$ cat src/rvPkg.sv
package rvPkg;

    localparam int xlen       = 32; // word and address width
    localparam int regAddrW   = 5;
    localparam int instrBytes = 4;  // pc step

    // major opcodes, instr[6:0]
    typedef enum logic [6:0] {
        opLui    = 7'b0110111,
        opAuipc  = 7'b0010111,
        opJal    = 7'b1101111,
        opJalr   = 7'b1100111,
        opBranch = 7'b1100011,
        opLoad   = 7'b0000011,
        opStore  = 7'b0100011,
        opOpImm  = 7'b0010011,
        opOp     = 7'b0110011
    } opcodeE;

    typedef enum logic [3:0] {
        aluAdd,
        aluSub,
        aluSll,
        aluSlt,
        aluSltu,
        aluXor,
        aluSrl,
        aluSra,
        aluOr,
        aluAnd,
        aluPassB // lui
    } aluOpE;

    // arithmetic funct3
    localparam logic [2:0] f3AddSub = 3'b000;
    localparam logic [2:0] f3Sll    = 3'b001;
    localparam logic [2:0] f3Slt    = 3'b010;
    localparam logic [2:0] f3Sltu   = 3'b011;
    localparam logic [2:0] f3Xor    = 3'b100;
    localparam logic [2:0] f3SrlSra = 3'b101;
    localparam logic [2:0] f3Or     = 3'b110;
    localparam logic [2:0] f3And    = 3'b111;

    // branch funct3
    localparam logic [2:0] f3Beq  = 3'b000;
    localparam logic [2:0] f3Bne  = 3'b001;
    localparam logic [2:0] f3Blt  = 3'b100;
    localparam logic [2:0] f3Bge  = 3'b101;
    localparam logic [2:0] f3Bltu = 3'b110;
    localparam logic [2:0] f3Bgeu = 3'b111;

    localparam logic [2:0] f3Word = 3'b010; // lw / sw only
    localparam logic [2:0] f3Jalr = 3'b000;

    localparam logic [6:0] f7Zero = 7'b0000000;
    localparam logic [6:0] f7Alt  = 7'b0100000; // sub, sra

    typedef struct packed {
        opcodeE                opcode;
        logic [2:0]            funct3;
        logic [regAddrW-1:0]   rd;
        logic [regAddrW-1:0]   rs1;
        logic [regAddrW-1:0]   rs2;
        logic [xlen-1:0]       imm;
        aluOpE                 aluOp;
        logic                  useImm;   // operand b from imm
        logic                  regWrite;
        logic                  illegal;
    } decodedInstr;

    typedef struct packed {
        logic [xlen-1:0] addr;
        logic [xlen-1:0] wdata;
        logic            wen;
    } dataReq;

endpackage

$ cat src/aluUnit.sv
`timescale 1ns/10ps

module aluUnit (
    input  rvPkg::decodedInstr     dec,
    input  logic [rvPkg::xlen-1:0] rs1Data,
    input  logic [rvPkg::xlen-1:0] rs2Data,
    output logic [rvPkg::xlen-1:0] aluResult
);

    logic [rvPkg::xlen-1:0] opA;
    logic [rvPkg::xlen-1:0] opB;
    logic [4:0]             shamt;
    logic                   ltSigned;
    logic                   ltUnsigned;

    assign opA   = rs1Data;
    assign opB   = dec.useImm ? dec.imm : rs2Data;
    assign shamt = opB[4:0]; // low five bits only

    assign ltSigned   = $signed(opA) < $signed(opB);
    assign ltUnsigned = opA < opB;

    always_comb begin
        case (dec.aluOp)
            rvPkg::aluAdd: begin
                aluResult = opA + opB;
            end
            rvPkg::aluSub: begin
                aluResult = opA - opB;
            end
            rvPkg::aluSll: begin
                aluResult = opA << shamt;
            end
            rvPkg::aluSlt: begin
                aluResult = {{(rvPkg::xlen-1){1'b0}}, ltSigned};
            end
            rvPkg::aluSltu: begin
                aluResult = {{(rvPkg::xlen-1){1'b0}}, ltUnsigned};
            end
            rvPkg::aluXor: begin
                aluResult = opA ^ opB;
            end
            rvPkg::aluSrl: begin
                aluResult = opA >> shamt;
            end
            rvPkg::aluSra: begin
                aluResult = $unsigned($signed(opA) >>> shamt); // sign fill
            end
            rvPkg::aluOr: begin
                aluResult = opA | opB;
            end
            rvPkg::aluAnd: begin
                aluResult = opA & opB;
            end
            rvPkg::aluPassB: begin
                aluResult = opB; // lui immediate
            end
            default: begin
                aluResult = opA + opB;
            end
        endcase
    end

endmodule

$ cat src/branchUnit.sv
`timescale 1ns/10ps

module branchUnit (
    input  logic [rvPkg::xlen-1:0] pc,
    input  rvPkg::decodedInstr     dec,
    input  logic [rvPkg::xlen-1:0] rs1Data,
    input  logic [rvPkg::xlen-1:0] rs2Data,
    output logic [rvPkg::xlen-1:0] nextPc,
    output logic [rvPkg::xlen-1:0] linkPc
);

    logic                   taken;
    logic [rvPkg::xlen-1:0] pcRel;
    logic [rvPkg::xlen-1:0] jalrSum;

    assign linkPc  = pc + rvPkg::instrBytes;
    assign pcRel   = pc + dec.imm;      // jal and branch target
    assign jalrSum = rs1Data + dec.imm;

    always_comb begin
        case (dec.funct3)
            rvPkg::f3Beq:  taken = (rs1Data == rs2Data);
            rvPkg::f3Bne:  taken = (rs1Data != rs2Data);
            rvPkg::f3Blt:  taken = $signed(rs1Data) < $signed(rs2Data);
            rvPkg::f3Bge:  taken = $signed(rs1Data) >= $signed(rs2Data);
            rvPkg::f3Bltu: taken = rs1Data < rs2Data;
            rvPkg::f3Bgeu: taken = rs1Data >= rs2Data;
            default:       taken = 1'b0; // illegal, decode halts
        endcase
    end

    always_comb begin
        case (dec.opcode)
            rvPkg::opJal: begin
                nextPc = pcRel;
            end
            rvPkg::opJalr: begin
                nextPc = {jalrSum[rvPkg::xlen-1:1], 1'b0}; // clear bit 0
            end
            rvPkg::opBranch: begin
                nextPc = taken ? pcRel : linkPc;
            end
            default: begin
                nextPc = linkPc;
            end
        endcase
    end

endmodule

$ cat src/instrDecode.sv
`timescale 1ns/10ps

module instrDecode (
    input  logic [rvPkg::xlen-1:0] instr,
    output rvPkg::decodedInstr     dec
);

    logic [6:0]             funct7;
    logic [rvPkg::xlen-1:0] immI;
    logic [rvPkg::xlen-1:0] immS;
    logic [rvPkg::xlen-1:0] immB;
    logic [rvPkg::xlen-1:0] immU;
    logic [rvPkg::xlen-1:0] immJ;
    logic                   knownOp;
    logic                   badFunct;

    // funct3 plus the alternate bit picks the alu operation
    function automatic rvPkg::aluOpE aluFromFunct(input logic [2:0] f3, input logic alt);
        rvPkg::aluOpE op;
        case (f3)
            rvPkg::f3AddSub: op = alt ? rvPkg::aluSub : rvPkg::aluAdd;
            rvPkg::f3Sll:    op = rvPkg::aluSll;
            rvPkg::f3Slt:    op = rvPkg::aluSlt;
            rvPkg::f3Sltu:   op = rvPkg::aluSltu;
            rvPkg::f3Xor:    op = rvPkg::aluXor;
            rvPkg::f3SrlSra: op = alt ? rvPkg::aluSra : rvPkg::aluSrl;
            rvPkg::f3Or:     op = rvPkg::aluOr;
            default:         op = rvPkg::aluAnd;
        endcase
        return op;
    endfunction

    assign funct7 = instr[31:25];

    assign immI = {{20{instr[31]}}, instr[31:20]};
    assign immS = {{20{instr[31]}}, instr[31:25], instr[11:7]};
    assign immB = {{19{instr[31]}}, instr[31], instr[7], instr[30:25], instr[11:8], 1'b0};
    assign immU = {instr[31:12], 12'b0};
    assign immJ = {{11{instr[31]}}, instr[31], instr[19:12], instr[20], instr[30:21], 1'b0};

    always_comb begin
        dec          = '0;
        dec.opcode   = rvPkg::opcodeE'(instr[6:0]);
        dec.funct3   = instr[14:12];
        dec.rd       = instr[11:7];
        dec.rs1      = instr[19:15];
        dec.rs2      = instr[24:20];
        dec.aluOp    = rvPkg::aluAdd;
        knownOp      = 1'b1;
        badFunct     = 1'b0;
        case (dec.opcode)
            rvPkg::opLui: begin
                dec.imm      = immU;
                dec.aluOp    = rvPkg::aluPassB;
                dec.useImm   = 1'b1;
                dec.regWrite = 1'b1;
            end
            rvPkg::opAuipc: begin
                dec.imm      = immU; // sum formed in top
                dec.regWrite = 1'b1;
            end
            rvPkg::opJal: begin
                dec.imm      = immJ;
                dec.regWrite = 1'b1;
            end
            rvPkg::opJalr: begin
                dec.imm      = immI;
                dec.regWrite = 1'b1;
                badFunct     = (dec.funct3 != rvPkg::f3Jalr);
            end
            rvPkg::opBranch: begin
                dec.imm  = immB;
                badFunct = (dec.funct3 == 3'b010) || (dec.funct3 == 3'b011);
            end
            rvPkg::opLoad: begin
                dec.imm      = immI;
                dec.useImm   = 1'b1;
                dec.regWrite = 1'b1;
                badFunct     = (dec.funct3 != rvPkg::f3Word);
            end
            rvPkg::opStore: begin
                dec.imm    = immS;
                dec.useImm = 1'b1;
                badFunct   = (dec.funct3 != rvPkg::f3Word);
            end
            rvPkg::opOpImm: begin
                dec.imm      = immI;
                dec.useImm   = 1'b1;
                dec.regWrite = 1'b1;
                // only the shift forms carry instr[30] as a selector
                dec.aluOp    = aluFromFunct(dec.funct3,
                                            (dec.funct3 == rvPkg::f3SrlSra) && instr[30]);
                badFunct     = ((dec.funct3 == rvPkg::f3Sll) && (funct7 != rvPkg::f7Zero)) ||
                               ((dec.funct3 == rvPkg::f3SrlSra) && (funct7 != rvPkg::f7Zero)
                                && (funct7 != rvPkg::f7Alt));
            end
            rvPkg::opOp: begin
                dec.regWrite = 1'b1;
                dec.aluOp    = aluFromFunct(dec.funct3, instr[30]);
                badFunct     = (funct7 != rvPkg::f7Zero) &&
                               !((funct7 == rvPkg::f7Alt) &&
                                 ((dec.funct3 == rvPkg::f3AddSub) ||
                                  (dec.funct3 == rvPkg::f3SrlSra)));
            end
            default: knownOp = 1'b0;
        endcase
        dec.illegal = !knownOp || badFunct;
    end

endmodule

$ cat src/loadStoreUnit.sv
`timescale 1ns/10ps

module loadStoreUnit (
    input  rvPkg::decodedInstr     dec,
    input  logic [rvPkg::xlen-1:0] rs1Data,
    input  logic [rvPkg::xlen-1:0] rs2Data,
    input  logic                   halt,
    output rvPkg::dataReq          dReq,
    output logic                   misaligned
);

    logic                   isLoad;
    logic                   isStore;
    logic [rvPkg::xlen-1:0] effAddr;

    assign isLoad  = (dec.opcode == rvPkg::opLoad);
    assign isStore = (dec.opcode == rvPkg::opStore);
    assign effAddr = rs1Data + dec.imm; // imm already i or s form

    assign misaligned = (isLoad || isStore) && (effAddr[1:0] != 2'b00);

    assign dReq.addr  = (isLoad || isStore) ? effAddr : '0;
    assign dReq.wdata = isStore ? rs2Data : '0;
    assign dReq.wen   = isStore && !halt;

    // halt comes from the top, so this ties its misaligned path back here
    always_comb begin
        if (dReq.wen) begin
            storeAligned: assert (dReq.addr[1:0] == 2'b00);
        end
    end

endmodule

$ cat src/regFile.sv
`timescale 1ns/10ps

module regFile (
    input  logic                       clk,
    input  logic                       rst,
    input  logic [rvPkg::regAddrW-1:0] rs1,
    input  logic [rvPkg::regAddrW-1:0] rs2,
    input  logic [rvPkg::regAddrW-1:0] rd,
    input  logic                       wen,
    input  logic [rvPkg::xlen-1:0]     wdata,
    output logic [rvPkg::xlen-1:0]     rs1Data,
    output logic [rvPkg::xlen-1:0]     rs2Data
);

    logic [rvPkg::xlen-1:0] regs [32];

    always_ff @(posedge clk) begin
        if (!rst) begin
            for (int i = 0; i < 32; i++) begin
                regs[i] <= '0;
            end
        end else if (wen && (rd != '0)) begin
            regs[rd] <= wdata; // x0 is never written
        end
    end

    assign rs1Data = regs[rs1];
    assign rs2Data = regs[rs2];

    // the write filter keeps x0 at zero on both ports
    x0StaysZero: assert property (@(posedge clk) disable iff (!rst)
        ((rs1 != '0) || (rs1Data == '0)) && ((rs2 != '0) || (rs2Data == '0)));

endmodule

$ cat src/singleCycleCpu.sv
`timescale 1ns/10ps

module singleCycleCpu #(
    parameter logic [rvPkg::xlen-1:0] resetAddr = '0
) (
    input  logic                   clk,
    input  logic                   rst,
    output logic [rvPkg::xlen-1:0] pc,
    input  logic [rvPkg::xlen-1:0] instr,
    output rvPkg::dataReq          dReq,
    input  logic [rvPkg::xlen-1:0] dRdata,
    output logic                   halt
);

    rvPkg::decodedInstr     dec;
    logic [rvPkg::xlen-1:0] rs1Data;
    logic [rvPkg::xlen-1:0] rs2Data;
    logic [rvPkg::xlen-1:0] aluResult;
    logic [rvPkg::xlen-1:0] nextPc;
    logic [rvPkg::xlen-1:0] linkPc;
    logic [rvPkg::xlen-1:0] wbData;
    logic                   misaligned;
    logic                   rfWen;
    logic                   storeBlock;

    always_ff @(posedge clk) begin
        if (!rst) begin
            pc <= resetAddr;
        end else if (!halt) begin
            pc <= nextPc; // hold forever once halted
        end
    end

    assign halt       = dec.illegal || misaligned;
    assign storeBlock = halt || !rst;                  // no writes out of reset
    assign rfWen      = dec.regWrite && !halt && rst;

    always_comb begin
        case (dec.opcode)
            rvPkg::opAuipc: wbData = pc + dec.imm;
            rvPkg::opJal:   wbData = linkPc;
            rvPkg::opJalr:  wbData = linkPc;
            rvPkg::opLoad:  wbData = dRdata;
            default:        wbData = aluResult; // op, opimm, lui
        endcase
    end

    instrDecode u_decode (
        .instr (instr),
        .dec   (dec)
    );

    regFile u_regFile (
        .clk     (clk),
        .rst     (rst),
        .rs1     (dec.rs1),
        .rs2     (dec.rs2),
        .rd      (dec.rd),
        .wen     (rfWen),
        .wdata   (wbData),
        .rs1Data (rs1Data),
        .rs2Data (rs2Data)
    );

    aluUnit u_alu (
        .dec       (dec),
        .rs1Data   (rs1Data),
        .rs2Data   (rs2Data),
        .aluResult (aluResult)
    );

    branchUnit u_branch (
        .pc      (pc),
        .dec     (dec),
        .rs1Data (rs1Data),
        .rs2Data (rs2Data),
        .nextPc  (nextPc),
        .linkPc  (linkPc)
    );

    loadStoreUnit u_lsu (
        .dec        (dec),
        .rs1Data    (rs1Data),
        .rs2Data    (rs2Data),
        .halt       (storeBlock),
        .dReq       (dReq),
        .misaligned (misaligned)
    );

    // frozen registers keep the same instruction halting
    pcHoldsOnHalt: assert property (@(posedge clk) disable iff (!rst)
        halt |=> (halt && $stable(pc)));

endmodule

$ cat config.mk
export PLATFORM = sky130hd
export DESIGN_NAME = singleCycleCpu
export DESIGN_NICKNAME = d
export VERILOG_FILES = /design/src/rvPkg.sv /design/src/aluUnit.sv /design/src/branchUnit.sv /design/src/instrDecode.sv /design/src/loadStoreUnit.sv /design/src/regFile.sv /design/src/singleCycleCpu.sv
export SDC_FILE = /design/constraint.sdc
export NUM_CORES = 2
export LEC_CHECK = 0
export ABC_CLOCK_PERIOD_IN_PS = 20800
export BUFFER_PORTS_ARGS = -buffer_cell sky130_fd_sc_hd__clkbuf_2
export CORE_MARGIN = 4
export CORE_UTILIZATION = 54
export DETAILED_ROUTE_END_ITERATION = 7
export PLACE_DENSITY = 0.7
export REMOVE_ABC_BUFFERS = 1
export SYNTH_ARGS = -nofsm -noshare
export SYNTH_HDL_FRONTEND = slang
export SYNTH_SLANG_ARGS = --single-unit
$ cat constraint.sdc
create_clock -name clk -period 20.8 [get_ports clk]
set_input_delay 4.16 -clock clk [delete_from_list [all_inputs] [get_ports clk]]
set_output_delay 4.16 -clock clk [all_outputs]
set_load 0.005 [all_outputs]
==> tab_implementation.tex <==
\begin{tabular}{lr}
\hline
Metric & Value \\
\hline
\multicolumn{2}{l}{\textbf{Synthesis}} \\
Leading post-synthesis cells by cell area & sky130\_fd\_sc\_hd\_\_edfxtp\_1 (44\%), sky130\_fd\_sc\_hd\_\_mux4\_2 (12\%), sky130\_fd\_sc\_hd\_\_nor2\_1 (6.8\%) \\
Top post-synthesis cells by count & sky130\_fd\_sc\_hd\_\_nor2\_1 (1263), sky130\_fd\_sc\_hd\_\_edfxtp\_1 (1024), sky130\_fd\_sc\_hd\_\_mux2i\_1 (459), sky130\_fd\_sc\_hd\_\_mux4\_2 (374), sky130\_fd\_sc\_hd\_\_a21oi\_1 (370) \\
Number of enable-type register cells in the synthesized netlist & 1024 \\
Number of synthesized register bits & 1056 \\
Yosys Warn Count & 0 \\
Dominant register cell in the synthesized netlist & sky130\_fd\_sc\_hd\_\_edfxtp\_1 \\
Number of cells produced by synthesis & 6460 \\
Count of unique library cells instantiated by Yosys & 113 \\
Synthesized area per cell & 10.84 µm² \\
Most common cell in the synthesized netlist & sky130\_fd\_sc\_hd\_\_nor2\_1 \\
Post-synth top area share & 43.90\% \\
Synthesized cell area & 70050 µm² \\
Sequential-to-total area share from yosys stat & 44.81\% \\
Ys async rst share & 0\% \\
Cell accounting for the most synthesized area & sky130\_fd\_sc\_hd\_\_edfxtp\_1 \\
\multicolumn{2}{l}{\textbf{Placed design}} \\
Last weighted congestion value of the routability-driven placer & 1.088 \\
Placed wire-length estimate after detailed placement & 228000 µm \\
Count of input and output buffers & 163 \\
\multicolumn{2}{l}{\textbf{Timing}} \\
Count of final setup violators & 0 \\
Final slew viol count & 2 \\
Final hold violations & 0 \\
Transition time at the pin with the least slew margin & 1.498 ns \\
Ratio of final minimum period to clock period & 72.15\% \\
Clock skew & 0.1024 ns \\
Max frequency & 0.06663 GHz \\
Min Tclk post-route & 15.01 ns \\
Setup Total Neg Slack & 0 ns \\
Unrepaired setup endpoints after global routing & false \\
Max-slew headroom at the worst pin & -2.726\% \\
\multicolumn{2}{l}{\textbf{Die}} \\
Die Ht & 368.2 µm \\
Rows & 131 \\
Floorplan die area & 135600 µm² \\
Number of I/O pins & 164 \\
Overall die width & 368.2 µm \\
Area of the core & 128200 µm² \\
Initial Util & 54.65\% \\
\multicolumn{2}{l}{\textbf{GRT}} \\
First-pass GRT wire length & 470000 µm \\
Vias in the first global route & 60.59k \\
Pin count of the biggest net entering global routing & 107 \\
All-layer global routing usage & 49.44\% \\
Remaining global-route overflow & 0 \\
Initial antenna violation count & 15 \\
\multicolumn{2}{l}{\textbf{Clock network}} \\
Number of buffers inserted to repair setup after CTS & 0 \\
CTS Root Buffer Type & sky130\_fd\_sc\_hd\_\_clkbuf\_16 \\
H-tree levels & 3 \\
Sink count of the clock tree & 1056 \\
Number of hold-repair buffers added at the cts stage & 0 \\
Clock tree from TritonCTS & built \\
Number of buffers inserted during clock tree synthesis & 110 \\
Resized Gates After CTS & 0 \\
Worst-skew pair later-pin latency & 0.80 ns \\
Maximum root-to-sink buffer count & 3 \\
Clock-pin slew reported for the worst setup and hold paths after clock tree synthesis & 0.07 ns \\
\multicolumn{2}{l}{\textbf{Power and ir drop}} \\
Pwr dens & 85.27 nW/µm² \\
Maximum resistive drop on vdd & 0.00007757 V \\
Lkg Pwr & 28.90 nW \\
\multicolumn{2}{l}{\textbf{Detailed routing}} \\
Iter 0 DRT Violations & 11.76k \\
Total wire length after detailed routing & 344000 µm \\
Drt wl/cell & 41.51 µm \\
DR DRC count & 13 \\
Number of nets with antenna violations after routing & 0 \\
Total via count after detailed routing & 62.95k \\
DR pass1 iterations & 8 \\
Post-detailed-route via-to-cell ratio & 7.595 \\
\multicolumn{2}{l}{\textbf{Worst setup path}} \\
Critical path class & in -> out \\
Startpoint of the worst register-to-register path & u\_regFile.regs[16][0]\$\_SDFFCE\_PN0P\_ \\
Cells along the critical path & buf\_8 -> buf\_12 -> and2\_1 -> buf\_4 -> a22oi\_1 -> and3\_1 -> nor3b\_4 -> inv\_2 -> xnor2\_1 -> nor3b\_1 -> o211ai\_1 -> a21oi\_1 -> o31ai\_1 -> maj3\_2 -> o221a\_2 -> o21ai\_1 -> nor3b\_1 -> clkbuf\_2 \\
Worst path max stage delay & 0.83 ns \\
Req. time, crit path & 16.64 ns \\
Count of cells along the worst register-to-register path & 24 \\
Endpoint of the worst register-to-register path & u\_regFile.regs[22][20]\$\_SDFFCE\_PN0P\_ \\
Largest fanout on the critical path & 89 \\
Number of buffers and inverters on the critical path & 5 \\
Type of origin of the critical path & input port \\
Worst R2R Setup Slack & 12.64 ns \\
Master of the slowest instance on the critical path & sky130\_fd\_sc\_hd\_\_nor3b\_4 \\
Worst Setup End Kind & primary output \\
Worst Path Arrival & 10.85 ns \\
Crit path top cell by count & sky130\_fd\_sc\_hd\_\_nor3b\_1 \\
Family of cells with the greatest summed delay on the critical path & simple AND/OR/NAND/NOR gates \\
\multicolumn{2}{l}{\textbf{Cells and area}} \\
Fillers & 10.45k \\
Share of cells above drive strength 1 & 18.41\% \\
Sequential standard cell area & 31390 µm² \\
Area added between synthesis and finish & 9.306\% \\
Number of nets in the layout & 6663 \\
Area of combinational cells with multiple inputs & 36020 µm² \\
Finished Core Util & 59.74\% \\
\multicolumn{2}{l}{\textbf{Worst hold path}} \\
Startpoint of the worst hold path & pc[6]\$\_SDFFE\_PN0N\_ \\
End of the worst hold path & pc[6]\$\_SDFFE\_PN0N\_ \\
Hold WC Path Type & reg -> reg \\
Min-Delay Path Depth & 2 \\
\multicolumn{2}{l}{\textbf{Run status}} \\
Failing checks & design-rule violations, max-capacitance violations, max-slew violations \\
Status & complete, but fails checks \\
\multicolumn{2}{l}{\textbf{Job}} \\
Reported max-cap violation count & 2 \\
\hline
\end{tabular}
## power breakdown
| part | internal [mW] | switching [mW] |
|---|---|---|
| combinational | 0.553 | 1.50 |
| sequential | 2.40 | 0.0461 |
| clock | 1.11 | 0.914 |
## cell type report
class                      count  share of cell area [%]
antenna                       18                 0.05883
clock buffer                 126                   3.673
clock inverter                83                   1.096
inverter                     134                  0.6618
multi-input combinational   4729                   47.04
sequential                  1056                   40.99
tap                         1729                   2.825
timing repair buffer         413                   3.654
## layer usage
| layer | share of wire [%] | GRT usage (%) |
|---|---|---|
| met5 | 0.015 | 0 |
| met2 | 42 | 72.28 |
| met1 | 32 | 59.15 |
| met4 | 10 | 40.38 |
| met3 | 15 | 17.09 |
## worst max path at each step
stage	to	startpoint	slack [ns]	cells past startpoint
global placement	dReq[64]	instr[15]	6.08	21
CTS	dReq[64]	instr[15]	6.03	18
floorplan	dReq[0]	instr[18]	6.81	11
detailed placement	dReq[64]	instr[15]	6.04	19
finish	dReq[64]	instr[15]	5.79	18
global route	dReq[64]	instr[15]	5.49	19
## cell usage in the layout (no fill, tap or decap), types with 140 or more instances in the layout
| cell | instances |
|---|---|
| sky130_fd_sc_hd__edfxtp_1 | 1024 |
| sky130_fd_sc_hd__a21oi_1 | 368 |
| sky130_fd_sc_hd__ha_1 | 152 |
| sky130_fd_sc_hd__nand2_1 | 266 |
| sky130_fd_sc_hd__buf_4 | 246 |
| sky130_fd_sc_hd__o21ai_0 | 230 |
| sky130_fd_sc_hd__a22oi_1 | 218 |
| sky130_fd_sc_hd__nand3_1 | 140 |
| sky130_fd_sc_hd__nor2_1 | 1258 |
| sky130_fd_sc_hd__clkbuf_2 | 158 |
| sky130_fd_sc_hd__mux4_2 | 374 |
| sky130_fd_sc_hd__mux2i_1 | 451 |
## through the flow
step | setup slack (ns) | std cells | cell area, µm² | power [mW] | hold WS, ns
after floorplan | 6.806 | 5919 | 67350 | 3.514 | 0.5009
after global placement | 6.085 | 8060 | 72850 | 4.431 | 0.5616
after detailed placement | 6.040 | 8060 | 72850 | 4.432 | 0.5600
after CTS | 6.027 | 8269 | 76510 | 6.403 | 0.5728
after global routing | 5.489 | 8273 | 76530 | 6.649 | 0.6277
final | 5.792 | 8288 | 76570 | 6.529 | 0.5894
## registers in the layout (all words and copies together) (netlist names)
name / count
u_regFile.regs: 1024
pc: 32
## worst reg2reg max path, delay by kind of cell, from the launching register on
kind	cells	cell delay (ns)
fa+ha+maj	2	0.79
simple gates	5	1.21
flops	1	0.41
xor+xnor	1	0.08
mux	3	1.24
compound gates	10	3.39
buf+inv	3	0.80
## kinds of logic (layout without fill, tap and decap cells)
family          count (synthesis)  count (layout)  synth area share (%)
simple gates                 2104            2104                 12.89
compound gates               1400            1400                 13.41
flops                        1056            1056                 44.81
mux                           869             869                 19.22
buf+inv                       706             756                 4.739
fa+ha+maj                     173             173                 3.031
xor+xnor                      151             151                 1.888
other cells                     1              50              0.005353
No activity file was read; power rests on OpenSTA's default activity.
